File: src/dsp_link_pkg.sv
package dsp_link_pkg;

  ////////////////////////////////////////
  // widths and sizes
  ////////////////////////////////////////
  localparam int WORD_W      = 32;
  localparam int FRAME_WORDS = 20;  // words per transmit frame
  localparam int BUF_ADDR_W  = 6;   // two 32-word banks
  localparam int BANK1_BASE  = 32;  // bank 0 sits at 0
  localparam int BIT_CNT_W   = 5;

  typedef logic [WORD_W-1:0]     word_t;
  typedef logic [2:0]            step_t;
  typedef logic [BUF_ADDR_W-1:0] buf_addr_t;

  ////////////////////////////////////////
  // command words from the DSP
  ////////////////////////////////////////
  typedef enum logic [WORD_W-1:0] {
    OPC_STEP0       = 32'hAAAA_0000,
    OPC_STEP1       = 32'hAAAA_1111,
    OPC_STEP2       = 32'hAAAA_2222,
    OPC_STEP3       = 32'hAAAA_3333,
    OPC_STEP4       = 32'hAAAA_4444,
    OPC_STEP5       = 32'hAAAA_5555,
    OPC_STEP6       = 32'hAAAA_6666,
    OPC_STEP7       = 32'hAAAA_7777,
    OPC_PART_SYN    = 32'hAAAA_AAAA,  // part sync, also step 0
    OPC_FINE_DATA   = 32'h6666_6666,
    OPC_DECODE_DATA = 32'h5555_5555,
    OPC_LOSE        = 32'h1111_1111,
    OPC_COARSE_SYN  = 32'h4444_4444,
    OPC_FINE_SYN    = 32'h3333_3333,
    OPC_TX_DATA     = 32'h6666_9999   // a data frame follows
  } opcode_t;

  typedef enum logic {RX_IDLE, RX_SHIFT} rx_state_t;

endpackage

File: src/dsp_cmd_decode.sv
module dsp_cmd_decode (
  input  logic                mcbsp0_slaver_clkx,
  input  logic                cfg_rst,
  input  dsp_link_pkg::word_t rx_word,
  input  logic                rx_valid,
  output logic                start_send,
  output dsp_link_pkg::step_t send_step,
  output logic                part_syn_start,
  output logic                lose,
  output logic                flag_croase,
  output logic                flag_fine,
  output logic                croase_data_flag,
  output logic                fine_data_flag,
  output logic                decode_data_flag,
  output logic                tx_data_flag,
  output logic                dsp_start_send
);

  dsp_link_pkg::opcode_t opc;
  logic                  send_start;
  logic                  send_start_d;

  assign opc = dsp_link_pkg::opcode_t'(rx_word);

  // two cycle send request
  assign start_send = send_start || send_start_d;

  always_ff @(posedge mcbsp0_slaver_clkx or posedge cfg_rst) begin
    if (cfg_rst) begin
      send_start_d <= 1'b0;
    end else begin
      send_start_d <= send_start;
    end
  end

  ////////////////////////////////////////
  // command decode
  ////////////////////////////////////////
  always_ff @(posedge mcbsp0_slaver_clkx or posedge cfg_rst) begin
    if (cfg_rst) begin
      send_start       <= 1'b0;
      send_step        <= '0;
      part_syn_start   <= 1'b0;
      lose             <= 1'b0;
      flag_croase      <= 1'b0;
      flag_fine        <= 1'b0;
      croase_data_flag <= 1'b0;
      fine_data_flag   <= 1'b0;
      decode_data_flag <= 1'b0;
      tx_data_flag     <= 1'b0;
      dsp_start_send   <= 1'b0;
    end else begin
      send_start       <= 1'b0;  // strobes default low
      part_syn_start   <= 1'b0;
      lose             <= 1'b0;
      flag_croase      <= 1'b0;
      flag_fine        <= 1'b0;
      croase_data_flag <= 1'b0;
      fine_data_flag   <= 1'b0;
      decode_data_flag <= 1'b0;
      tx_data_flag     <= 1'b0;
      if (rx_valid) begin
        case (opc)
          dsp_link_pkg::OPC_STEP0, dsp_link_pkg::OPC_STEP1,
          dsp_link_pkg::OPC_STEP2, dsp_link_pkg::OPC_STEP3,
          dsp_link_pkg::OPC_STEP4, dsp_link_pkg::OPC_STEP5,
          dsp_link_pkg::OPC_STEP6, dsp_link_pkg::OPC_STEP7: begin
            send_start <= 1'b1;
            send_step  <= dsp_link_pkg::step_t'(rx_word[2:0]);  // low nibble repeats the step
          end
          dsp_link_pkg::OPC_PART_SYN: begin
            send_start       <= 1'b1;
            send_step        <= '0;
            part_syn_start   <= 1'b1;
            croase_data_flag <= 1'b1;
          end
          dsp_link_pkg::OPC_FINE_DATA: begin  // step left as is
            send_start     <= 1'b1;
            fine_data_flag <= 1'b1;
          end
          dsp_link_pkg::OPC_DECODE_DATA: begin
            send_start       <= 1'b1;
            decode_data_flag <= 1'b1;
          end
          dsp_link_pkg::OPC_LOSE:       lose        <= 1'b1;
          dsp_link_pkg::OPC_COARSE_SYN: flag_croase <= 1'b1;
          dsp_link_pkg::OPC_FINE_SYN:   flag_fine   <= 1'b1;
          dsp_link_pkg::OPC_TX_DATA: begin
            tx_data_flag   <= 1'b1;
            dsp_start_send <= 1'b1;  // stays set until reset
          end
          default: ;  // plain data word
        endcase
      end
    end
  end

endmodule

File: src/dsp_fpga_data.sv
module dsp_fpga_data (
  input  logic                    mcbsp0_slaver_clkx,
  input  logic                    cfg_rst,
  input  logic                    mcbsp0_slaver_fsx,
  input  logic                    mcbsp0_slaver_mosi,
  input  dsp_link_pkg::buf_addr_t read_addr,
  output dsp_link_pkg::word_t     send_data,
  output logic                    tx_send_start,
  output logic                    start_send,
  output dsp_link_pkg::step_t     send_step,
  output logic                    part_syn_start,
  output logic                    lose,
  output logic                    corase_end,
  output logic                    fine_end,
  output dsp_link_pkg::word_t     corase_syn_pos,
  output dsp_link_pkg::word_t     fine_syn_pos,
  output logic                    dsp_start_send,
  output logic                    flag_croase,
  output logic                    flag_fine,
  output logic                    croase_data_flag,
  output logic                    fine_data_flag,
  output logic                    decode_data_flag,
  output logic                    tx_data_flag
);

  dsp_link_pkg::word_t rx_word;
  logic                rx_valid;

  ////////////////////////////////////////
  // mcbsp0 slave side
  ////////////////////////////////////////
  mcbsp_rx u_rx (
    .mcbsp0_slaver_clkx (mcbsp0_slaver_clkx),
    .cfg_rst            (cfg_rst),
    .fsx                (mcbsp0_slaver_fsx),
    .mosi               (mcbsp0_slaver_mosi),
    .rx_word            (rx_word),
    .rx_valid           (rx_valid)
  );

  dsp_cmd_decode u_decode (
    .mcbsp0_slaver_clkx (mcbsp0_slaver_clkx),
    .cfg_rst            (cfg_rst),
    .rx_word            (rx_word),
    .rx_valid           (rx_valid),
    .start_send         (start_send),
    .send_step          (send_step),
    .part_syn_start     (part_syn_start),
    .lose               (lose),
    .flag_croase        (flag_croase),
    .flag_fine          (flag_fine),
    .croase_data_flag   (croase_data_flag),
    .fine_data_flag     (fine_data_flag),
    .decode_data_flag   (decode_data_flag),
    .tx_data_flag       (tx_data_flag),
    .dsp_start_send     (dsp_start_send)
  );

  // slot sync positions
  sync_pos_capture coarse_cap (
    .mcbsp0_slaver_clkx (mcbsp0_slaver_clkx),
    .cfg_rst            (cfg_rst),
    .arm                (flag_croase),
    .rx_word            (rx_word),
    .rx_valid           (rx_valid),
    .pos                (corase_syn_pos),
    .end_pulse          (corase_end)
  );

  sync_pos_capture fine_cap (
    .mcbsp0_slaver_clkx (mcbsp0_slaver_clkx),
    .cfg_rst            (cfg_rst),
    .arm                (flag_fine),
    .rx_word            (rx_word),
    .rx_valid           (rx_valid),
    .pos                (fine_syn_pos),
    .end_pulse          (fine_end)
  );

  tx_frame_buffer u_buf (
    .mcbsp0_slaver_clkx (mcbsp0_slaver_clkx),
    .cfg_rst            (cfg_rst),
    .arm                (tx_data_flag),  // frame follows 66669999
    .rx_word            (rx_word),
    .rx_valid           (rx_valid),
    .read_addr          (read_addr),
    .send_data          (send_data),
    .tx_send_start      (tx_send_start)
  );

endmodule

File: src/mcbsp_rx.sv
module mcbsp_rx (
  input  logic                mcbsp0_slaver_clkx,
  input  logic                cfg_rst,
  input  logic                fsx,
  input  logic                mosi,
  output dsp_link_pkg::word_t rx_word,
  output logic                rx_valid
);

  typedef logic [dsp_link_pkg::BIT_CNT_W-1:0] cnt_t;

  dsp_link_pkg::rx_state_t state;
  cnt_t                    bit_cnt;  // bits taken after the sync bit

  // msb first, the shift register is the output word
  always_ff @(posedge mcbsp0_slaver_clkx) begin
    if ((state == dsp_link_pkg::RX_SHIFT) || fsx) begin
      rx_word <= {rx_word[dsp_link_pkg::WORD_W-2:0], mosi};
    end
  end

  always_ff @(posedge mcbsp0_slaver_clkx or posedge cfg_rst) begin
    if (cfg_rst) begin
      state    <= dsp_link_pkg::RX_IDLE;
      bit_cnt  <= '0;
      rx_valid <= 1'b0;
    end else begin
      rx_valid <= 1'b0;
      case (state)
        dsp_link_pkg::RX_IDLE: begin
          if (fsx) begin  // bit 31 comes with the sync
            state   <= dsp_link_pkg::RX_SHIFT;
            bit_cnt <= '0;
          end
        end
        dsp_link_pkg::RX_SHIFT: begin
          bit_cnt <= bit_cnt + cnt_t'(1);
          if (int'(bit_cnt) == dsp_link_pkg::WORD_W - 2) begin  // bit 0 now
            state    <= dsp_link_pkg::RX_IDLE;
            rx_valid <= 1'b1;
          end
        end
        default: state <= dsp_link_pkg::RX_IDLE;
      endcase
    end
  end

endmodule

File: src/sync_pos_capture.sv
module sync_pos_capture (
  input  logic                mcbsp0_slaver_clkx,
  input  logic                cfg_rst,
  input  logic                arm,
  input  dsp_link_pkg::word_t rx_word,
  input  logic                rx_valid,
  output dsp_link_pkg::word_t pos,
  output logic                end_pulse
);

  logic armed;

  // arm strobe lands after the command word, so the
  // next word received is the position
  always_ff @(posedge mcbsp0_slaver_clkx or posedge cfg_rst) begin
    if (cfg_rst) begin
      armed <= 1'b0;
    end else if (end_pulse) begin
      armed <= 1'b0;
    end else if (arm) begin
      armed <= 1'b1;
    end
  end

  always_ff @(posedge mcbsp0_slaver_clkx or posedge cfg_rst) begin
    if (cfg_rst) begin
      pos       <= '0;
      end_pulse <= 1'b0;
    end else if (armed && rx_valid) begin
      pos       <= rx_word;
      end_pulse <= 1'b1;
    end else begin
      end_pulse <= 1'b0;  // pos holds
    end
  end

endmodule

File: src/tx_frame_buffer.sv
module tx_frame_buffer (
  input  logic                    mcbsp0_slaver_clkx,
  input  logic                    cfg_rst,
  input  logic                    arm,
  input  dsp_link_pkg::word_t     rx_word,
  input  logic                    rx_valid,
  input  dsp_link_pkg::buf_addr_t read_addr,
  output dsp_link_pkg::word_t     send_data,
  output logic                    tx_send_start
);

  dsp_link_pkg::word_t     mem [0:(1 << dsp_link_pkg::BUF_ADDR_W)-1];
  dsp_link_pkg::buf_addr_t wr_ptr;
  dsp_link_pkg::buf_addr_t next_base;
  logic                    send_en;
  logic                    wr_en;
  logic                    frame_done;

  assign wr_en = send_en && rx_valid;

  // last word slot of either bank
  assign frame_done =
    (wr_ptr == dsp_link_pkg::buf_addr_t'(dsp_link_pkg::FRAME_WORDS - 1)) ||
    (wr_ptr == dsp_link_pkg::buf_addr_t'(dsp_link_pkg::BANK1_BASE +
                                         dsp_link_pkg::FRAME_WORDS - 1));

  assign next_base = (wr_ptr < dsp_link_pkg::buf_addr_t'(dsp_link_pkg::BANK1_BASE)) ?
                     dsp_link_pkg::buf_addr_t'(dsp_link_pkg::BANK1_BASE) : '0;

  always_ff @(posedge mcbsp0_slaver_clkx or posedge cfg_rst) begin
    if (cfg_rst) begin
      send_en <= 1'b0;
    end else if (tx_send_start) begin  // frame closed
      send_en <= 1'b0;
    end else if (arm) begin
      send_en <= 1'b1;
    end
  end

  ////////////////////////////////////////
  // ping-pong write pointer
  ////////////////////////////////////////
  always_ff @(posedge mcbsp0_slaver_clkx or posedge cfg_rst) begin
    if (cfg_rst) begin
      wr_ptr        <= '0;
      tx_send_start <= 1'b0;
    end else if (wr_en && frame_done) begin
      wr_ptr        <= next_base;  // swap banks
      tx_send_start <= 1'b1;
    end else if (wr_en) begin
      wr_ptr        <= wr_ptr + dsp_link_pkg::buf_addr_t'(1);
      tx_send_start <= 1'b0;
    end else begin
      tx_send_start <= 1'b0;
    end
  end

  always_ff @(posedge mcbsp0_slaver_clkx) begin
    if (wr_en) begin
      mem[wr_ptr] <= rx_word;
    end
    send_data <= mem[read_addr];  // one cycle read
  end

endmodule
File: config.mk
export PLATFORM = sky130hd
export DESIGN_NAME = dsp_fpga_data
export DESIGN_NICKNAME = d
export VERILOG_FILES = /design/src/dsp_link_pkg.sv /design/src/dsp_cmd_decode.sv /design/src/dsp_fpga_data.sv /design/src/mcbsp_rx.sv /design/src/sync_pos_capture.sv /design/src/tx_frame_buffer.sv
export SDC_FILE = /design/constraint.sdc
export NUM_CORES = 2
export LEC_CHECK = 0
export ABC_CLOCK_PERIOD_IN_PS = 3400
export BUFFER_PORTS_ARGS = -buffer_cell sky130_fd_sc_hd__buf_2
export CORE_AREA = 4 4 452 544
export CTS_BUF_LIST = sky130_fd_sc_hd__clkbuf_8
export DETAILED_ROUTE_END_ITERATION = 6
export DIE_AREA = 0 0 456 548
export PLACE_DENSITY_LB_ADDON = 0.1
export SETUP_SLACK_MARGIN = 0.02
export SYNTH_ARGS = -nofsm -noshare
export SYNTH_HDL_FRONTEND = slang
export SYNTH_SLANG_ARGS = --single-unit
export TNS_END_PERCENT = 100
File: constraint.sdc
create_clock -name mcbsp0_slaver_clkx -period 3.4 [get_ports mcbsp0_slaver_clkx]
set_clock_uncertainty 0.2 [all_clocks]
set_input_delay 0.34 -clock mcbsp0_slaver_clkx [delete_from_list [all_inputs] [get_ports mcbsp0_slaver_clkx]]
set_output_delay 0.34 -clock mcbsp0_slaver_clkx [all_outputs]
set_load 0.02 [all_outputs]
## After elaboration in Yosys (flattened, before gate mapping)

Memories as Yosys holds them, arrays and structs flattened. A register that Yosys moved wholly into a read port is not among the register bits.
Cells that the tools add are included.

| operators by class | value |
|---|---|
| add/sub/neg operators | 2 |
| multipliers | 0 |
| divide/modulo/power cells | 0 |
| $lt $le $gt $ge | 1 |
| eq/ne operators | 19 |
| shift operators | 0 |
| muxes and demuxes | 38 |
| bitwise operators | 1 |
| reduce and logical (&&, ||, !) cells | 16 |

Operators with widths:

| kind | count |
|---|---|
| $eq A32 B32 Y1 const B | 9 |
| $eq A32 B31 Y1 const B | 4 |
| $eq A32 B29 Y1 const B | 1 |
| $eq A32 B30 Y1 const B | 1 |
| $mux W1 | 31 |
| $mux W6 | 3 |
| $reduce_or A11 Y1 | 1 |
| $pmux W5 S2 | 1 |
| $reduce_bool A2 Y1 | 5 |
| $reduce_or A8 Y1 | 1 |
| $add A6 B1 Y6 const B | 1 |
| $eq A6 B5 Y1 const B | 1 |
| $eq A6 B6 Y1 const B | 1 |
| $lt A6 B6 Y1 const B | 1 |
| $pmux W3 S2 | 1 |
| $add A5 B1 Y5 const B | 1 |
| $eq A5 B2 Y1 const B | 1 |
| $mux W5 | 1 |
| $logic_and A1 B1 Y1 | 4 |
| $reduce_and A2 Y1 | 2 |
| $logic_or A1 B1 Y1 | 3 |
| $ne A2 B2 Y1 const B | 1 |
| $pmux W1 S2 | 1 |
| $not A1 Y1 | 1 |

| storage, ports and cells | value |
|---|---|
| register bits | 128 |
| latch bits | 0 |
| memory bits (writable) | 2,048 |
| bits in read-only memories | 0 |
| input port bits | 10 |
| output and inout bits | 112 |
| word-level logic and storage cells | 102 |
| memories | 1 |

Memory list:

| memory | words | bits a word | rd ports | clocked after Yosys merged registers in | write ports | line | source |
|---|---|---|---|---|---|---|---|
| u_buf.mem | 64 | 32 | 1 | 1 | 1 | tx_frame_buffer.sv:12 | `dsp_link_pkg::word_t mem [0:(1 << dsp_link_pkg::BUF_ADDR_W)-1];` |

## Logic depth before layout (Yosys ltp)

| logic depth | value |
|---|---|
| depth in word-level cells | 4 |
| gate-level depth with buffers | 10 |
| mapped depth without buffers | 5 |

## Cells and area by module

From an unflattened synthesis, not the netlist that was laid out.

| unflattened totals | value |
|---|---|
| cells, all modules | 3,826 |
| area total of the unflattened synthesis | 84,111.9 µm² |

By module, submodules not included:

| module | times used | cells an instance | area an instance (µm²) | seq. area each (µm²) |
|---|---|---|---|---|
| tx_frame_buffer | 1 | 3,535 | 79,288.5 | 62,339.8 |
| sync_pos_capture | 2 | 74 | 1,375.1 | 850.8 |
| mcbsp_rx | 1 | 66 | 1,311.3 | 1,136.1 |
| dsp_cmd_decode | 1 | 77 | 762.0 | 325.3 |

## Worst setup path after synthesis

OpenSTA, ideal clock, no wires.

| path | value |
|---|---|
| path kind | register to register |
| from | register u_buf.wr_ptr[3] |
| to | memory u_buf.mem[10][0] (netlist name), enable pin |
| setup time | 421 ps |
| arrival | 2,555 ps |
| data required time | 2,779 ps |
| slack | 224 ps |
| cell stages (with the launch flop) | 5 |
| buffers on the path | 2 |
| period minus slack after synthesis | 3,176 ps |
| cells stage by stage | dfrtp_1 > clkbuf_1 > or3b_2 > clkbuf_1 > nor2_1 |

RTL lines:

| item | line | source |
|---|---|---|
| start: declaration | tx_frame_buffer.sv:13 | `dsp_link_pkg::buf_addr_t wr_ptr;` |
| start signal: assignment | tx_frame_buffer.sv:48 | `wr_ptr <= next_base;` |
| start signal: assignment | tx_frame_buffer.sv:51 | `wr_ptr <= wr_ptr + dsp_link_pkg::buf_addr_t'(1);` |
| end: declaration | tx_frame_buffer.sv:12 |  |

No word-level cell before the write port.

==> summary.txt <==
Placement
  – DP Wirelength: 141000 um
  – Pre-CTS WS: -60.2 ps
  – GPL Wtd Cong: 0.763
  – I/O Buffers: 121

Synth
  – Yosys Warn Count: 0
  – Synthesis-stage register bit count: 2208
  – Cell count after synthesis: 3681
  – Synth top area cells: edfxtp_1 (74%), mux4_2 (14%), dfrtp_1 (2.9%)
  – Sequential element share of the synthesized area: 78.1%
  – Async S/R FF share, synth: 4.35%
  – Number of synthesized flops with an enable pin: 2080
  – Syn_nets: 3694
  – Post-synth cell types: 56
  – Syn Area/Cell: 22.8 um^2
  – Synth top area share: 74.5%
  – Most common flop cell mapped by yosys: edfxtp_1
  – Area leader, netlist: edfxtp_1
  – Synth Cell Area: 83900 um^2

Final layout
  – Ratio of cells with drive above 1 in the final layout: 34.8%
  – Nets: 4314
  – Area grow syn2layout: 17.5%
  – Commonest non-fill, non-tap cell in the layout: edfxtp_1
  – Most frequent cells in the layout: edfxtp_1 (2080), mux4_2 (533), clkbuf_8 (410)

Clock tree
  – Root Buffer: clkbuf_8
  – Bufs on Longest Clock Path: 4
  – CTS tree: yes
  – Worst skew pair latency: 1080 ps
  – Cts bufs inserted: 378
  – Post-CTS Setup Bufs: 0
  – Clock sinks: 2208
  – Worst-path clk slew: 60 ps
  – Htree depth: 5
  – CTS Hold Bufs: 10
  – PostCTS Resize Cnt: 0

Timing
  – Slew margin rel.: 25.6%
  – Hold Slack: 117 ps
  – Max Fclk: 337 MHz
  – Period minus WS final: 2960 ps
  – Final WS setup: 436 ps
  – RSZ-0062 raised after global routing: false
  – Actual slew at the worst max-slew pin: 1090 ps
  – Final hold vios: 0
  – Slew Limit Fails: 0
  – Final worst path period share: 87.2%
  – Final setup violation count: 0

Global routing
  – GRT Util Overall: 20.1%
  – Met1 GRT Util: 26.6%
  – GR Util met2: 34.6%
  – First-pass GRT wire length: 352000 um
  – Number of global-route vias before repair: 43800
  – Gr busiest metal: met2
  – Largest net degree at the start of global routing: 70
  – Met3 GRT Util: 3.40%
  – GRT overflow: 0
  – Initial antenna violation count: 17

Floorplan
  – Core area: 241000 um^2
  – # IOs: 122
  – Die Area: 250000 um^2
  – Starting Density: 34.8%
  – Die width: 456 um
  – Row count: 198
  – Die H: 548 um

Min path
  – Hold Crit Endpoint: u_buf.send_data[5]
  – Worst Hold Launch: read_addr[2]
  – Hold Crit Class: primary input to flip-flop
  – Worst Hold Depth: 6

Critical path
  – Critical path data required time: 4110 ps
  – R2r startpoint: u_rx.rx_word[8]
  – Crit Path Class: primary input to flip-flop
  – Worst r2r path cells: 6
  – R2R setup slack: 710 ps
  – Startpoint types: primary input
  – CP Capture Type: flip-flop
  – R2R Path End: u_decode.send_step[2]
  – CP Data Arrival Time: 3680 ps
  – Worst-path fanout max: 37

Detailed routing
  – DRT Pass-1 Iters: 6
  – Vias per cell: 5.24
  – # DRC: 0
  – Iteration-0 DRC count of the detailed router: 3874
  – Final wirelength: 253000 um
  – Post-DRT Antenna Nets: 0
  – Via Count: 40900
  – Routed len/inst: 32.5 um

Run
  – Max_cap viols: 0

Outcome
  – Status: complete, no violations

Power and ir drop
  – Peak VDD IR: 0.967 mV
  – P_leak: 32.5 nW
  – Power Density: 646 nW/um^2
[power by group]
part / total (W) / switching, W / leakage [nW] / internal [W]
logic: 0.00718 / 0.00585 / 8.06 / 0.00133
registers: 0.0336 / 0.000276 / 20.3 / 0.0334
clock network: 0.0227 / 0.0107 / 4.08 / 0.0120
[stage by stage]
stage | total power (W) | TNS (ps) | std cells | instance area [um^2] | util, %
final | 0.0636 | 0 | 7801 | 98500 | 40.9
after global routing | 0.0661 | 0 | 7795 | 98500 | 40.9
after CTS | 0.0645 | 0 | 7794 | 98500 | 40.9
after detailed placement | 0.0416 | -170 | 7111 | 91300 | 37.9
after global placement | 0.0414 | -149 | 7111 | 91300 | 37.9
after floorplan | 0.0373 | 0 | 3681 | 83900 | -
[layout make-up]
class | count | area (um^2)
well taps | 3200 | 4000
diodes | 7 | 17.5
repair buffers | 434 | 4140
fillers | 21300 | 143000
flip-flops and latches | 2208 | 65500
clock buffers | 410 | 5640
multi-input cells | 1272 | 17700
inverters | 7 | 28.8
clock inverters | 263 | 1420
[registers in the layout, indices dropped and copies added, names as in the netlist, 3 cells and up]
| register | count |
|---|---|
| u_buf.mem | 2048 |
| coarse_cap.pos | 32 |
| u_buf.wr_ptr | 6 |
| u_buf.send_data | 32 |
| u_rx.bit_cnt | 5 |
| fine_cap.pos | 32 |
| u_rx.rx_word | 32 |
| u_decode.send_step | 3 |
[cell families after synthesis]
| family | count (synthesis) | synth area share (%) |
|---|---|---|
| adder cells (fa/ha/maj) | 3 | 0.0448 |
| AND/OR/NAND/NOR | 293 | 1.65 |
| buffers and inverters | 201 | 1.32 |
| multiplexers | 767 | 17.2 |
| XOR/XNOR | 4 | 0.0418 |
| AO/OA/AOI/OAI | 205 | 1.59 |
| flip-flops | 2208 | 78.1 |
[worst max path at each step]
stage                         start  slack, ps  depth (start not counted)                    end
finish                 read_addr[1]        440                          8    u_buf.send_data[15]
global route        u_rx.rx_word[5]        450                          6  u_decode.send_step[2]
CTS                    read_addr[1]        590                          8    u_buf.send_data[15]
detailed placement     read_addr[0]        -60                          9    u_buf.send_data[20]
global placement       read_addr[0]        -60                          9    u_buf.send_data[21]
floorplan           u_buf.wr_ptr[3]        220                          4       u_buf.mem[10][0]
[per-layer routing]
layer / routed length [um] / share of wire [%]
met5: 0 / 0
met2: 129000 / 51
met1: 107000 / 42
met3: 12800 / 5.0
met4: 4980 / 2.0
[critical path: stages]
cell and delay [ps]:
dlygate4sd3_1 560, buf_8 390, buf_12 310, buf_4 270
mux4_2 330, mux4_2 540, o22ai_1 770, nor2_1 80
[cell usage after synthesis (2+ instances only)]
| library cell | instances |
|---|---|
| o31ai_1 | 2 |
| buf_1 | 23 |
| o22ai_1 | 49 |
| o221ai_1 | 11 |
| ha_1 | 3 |
| edfxtp_1 | 2080 |
| buf_6 | 15 |
| dfrtp_1 | 96 |
| nand2b_1 | 8 |
| a21oi_1 | 53 |
| mux4_2 | 533 |
| buf_8 | 5 |
| a211oi_1 | 9 |
| a22o_1 | 2 |
| nand3b_1 | 6 |
| or4_1 | 7 |
| mux2_2 | 89 |
| nand2_1 | 62 |
| nor2_1 | 115 |
| o211ai_1 | 14 |
| buf_2 | 52 |
| and4_1 | 3 |
| xnor2_1 | 3 |
| or3b_2 | 4 |
| nor2b_1 | 18 |
| inv_1 | 7 |
| clkbuf_1 | 68 |
| a22oi_1 | 25 |
| buf_4 | 31 |
| dfxtp_1 | 32 |
| or2_2 | 5 |
| a2111oi_0 | 5 |
| mux2i_1 | 144 |
| nor3_1 | 12 |
| or3_1 | 4 |
| nor4_1 | 11 |
| nand4_1 | 8 |
| o21ai_0 | 19 |
| nand3_1 | 24 |
| a31o_2 | 2 |
| and2_1 | 3 |
| a31oi_1 | 5 |
(Power assumes the default switching activity.)
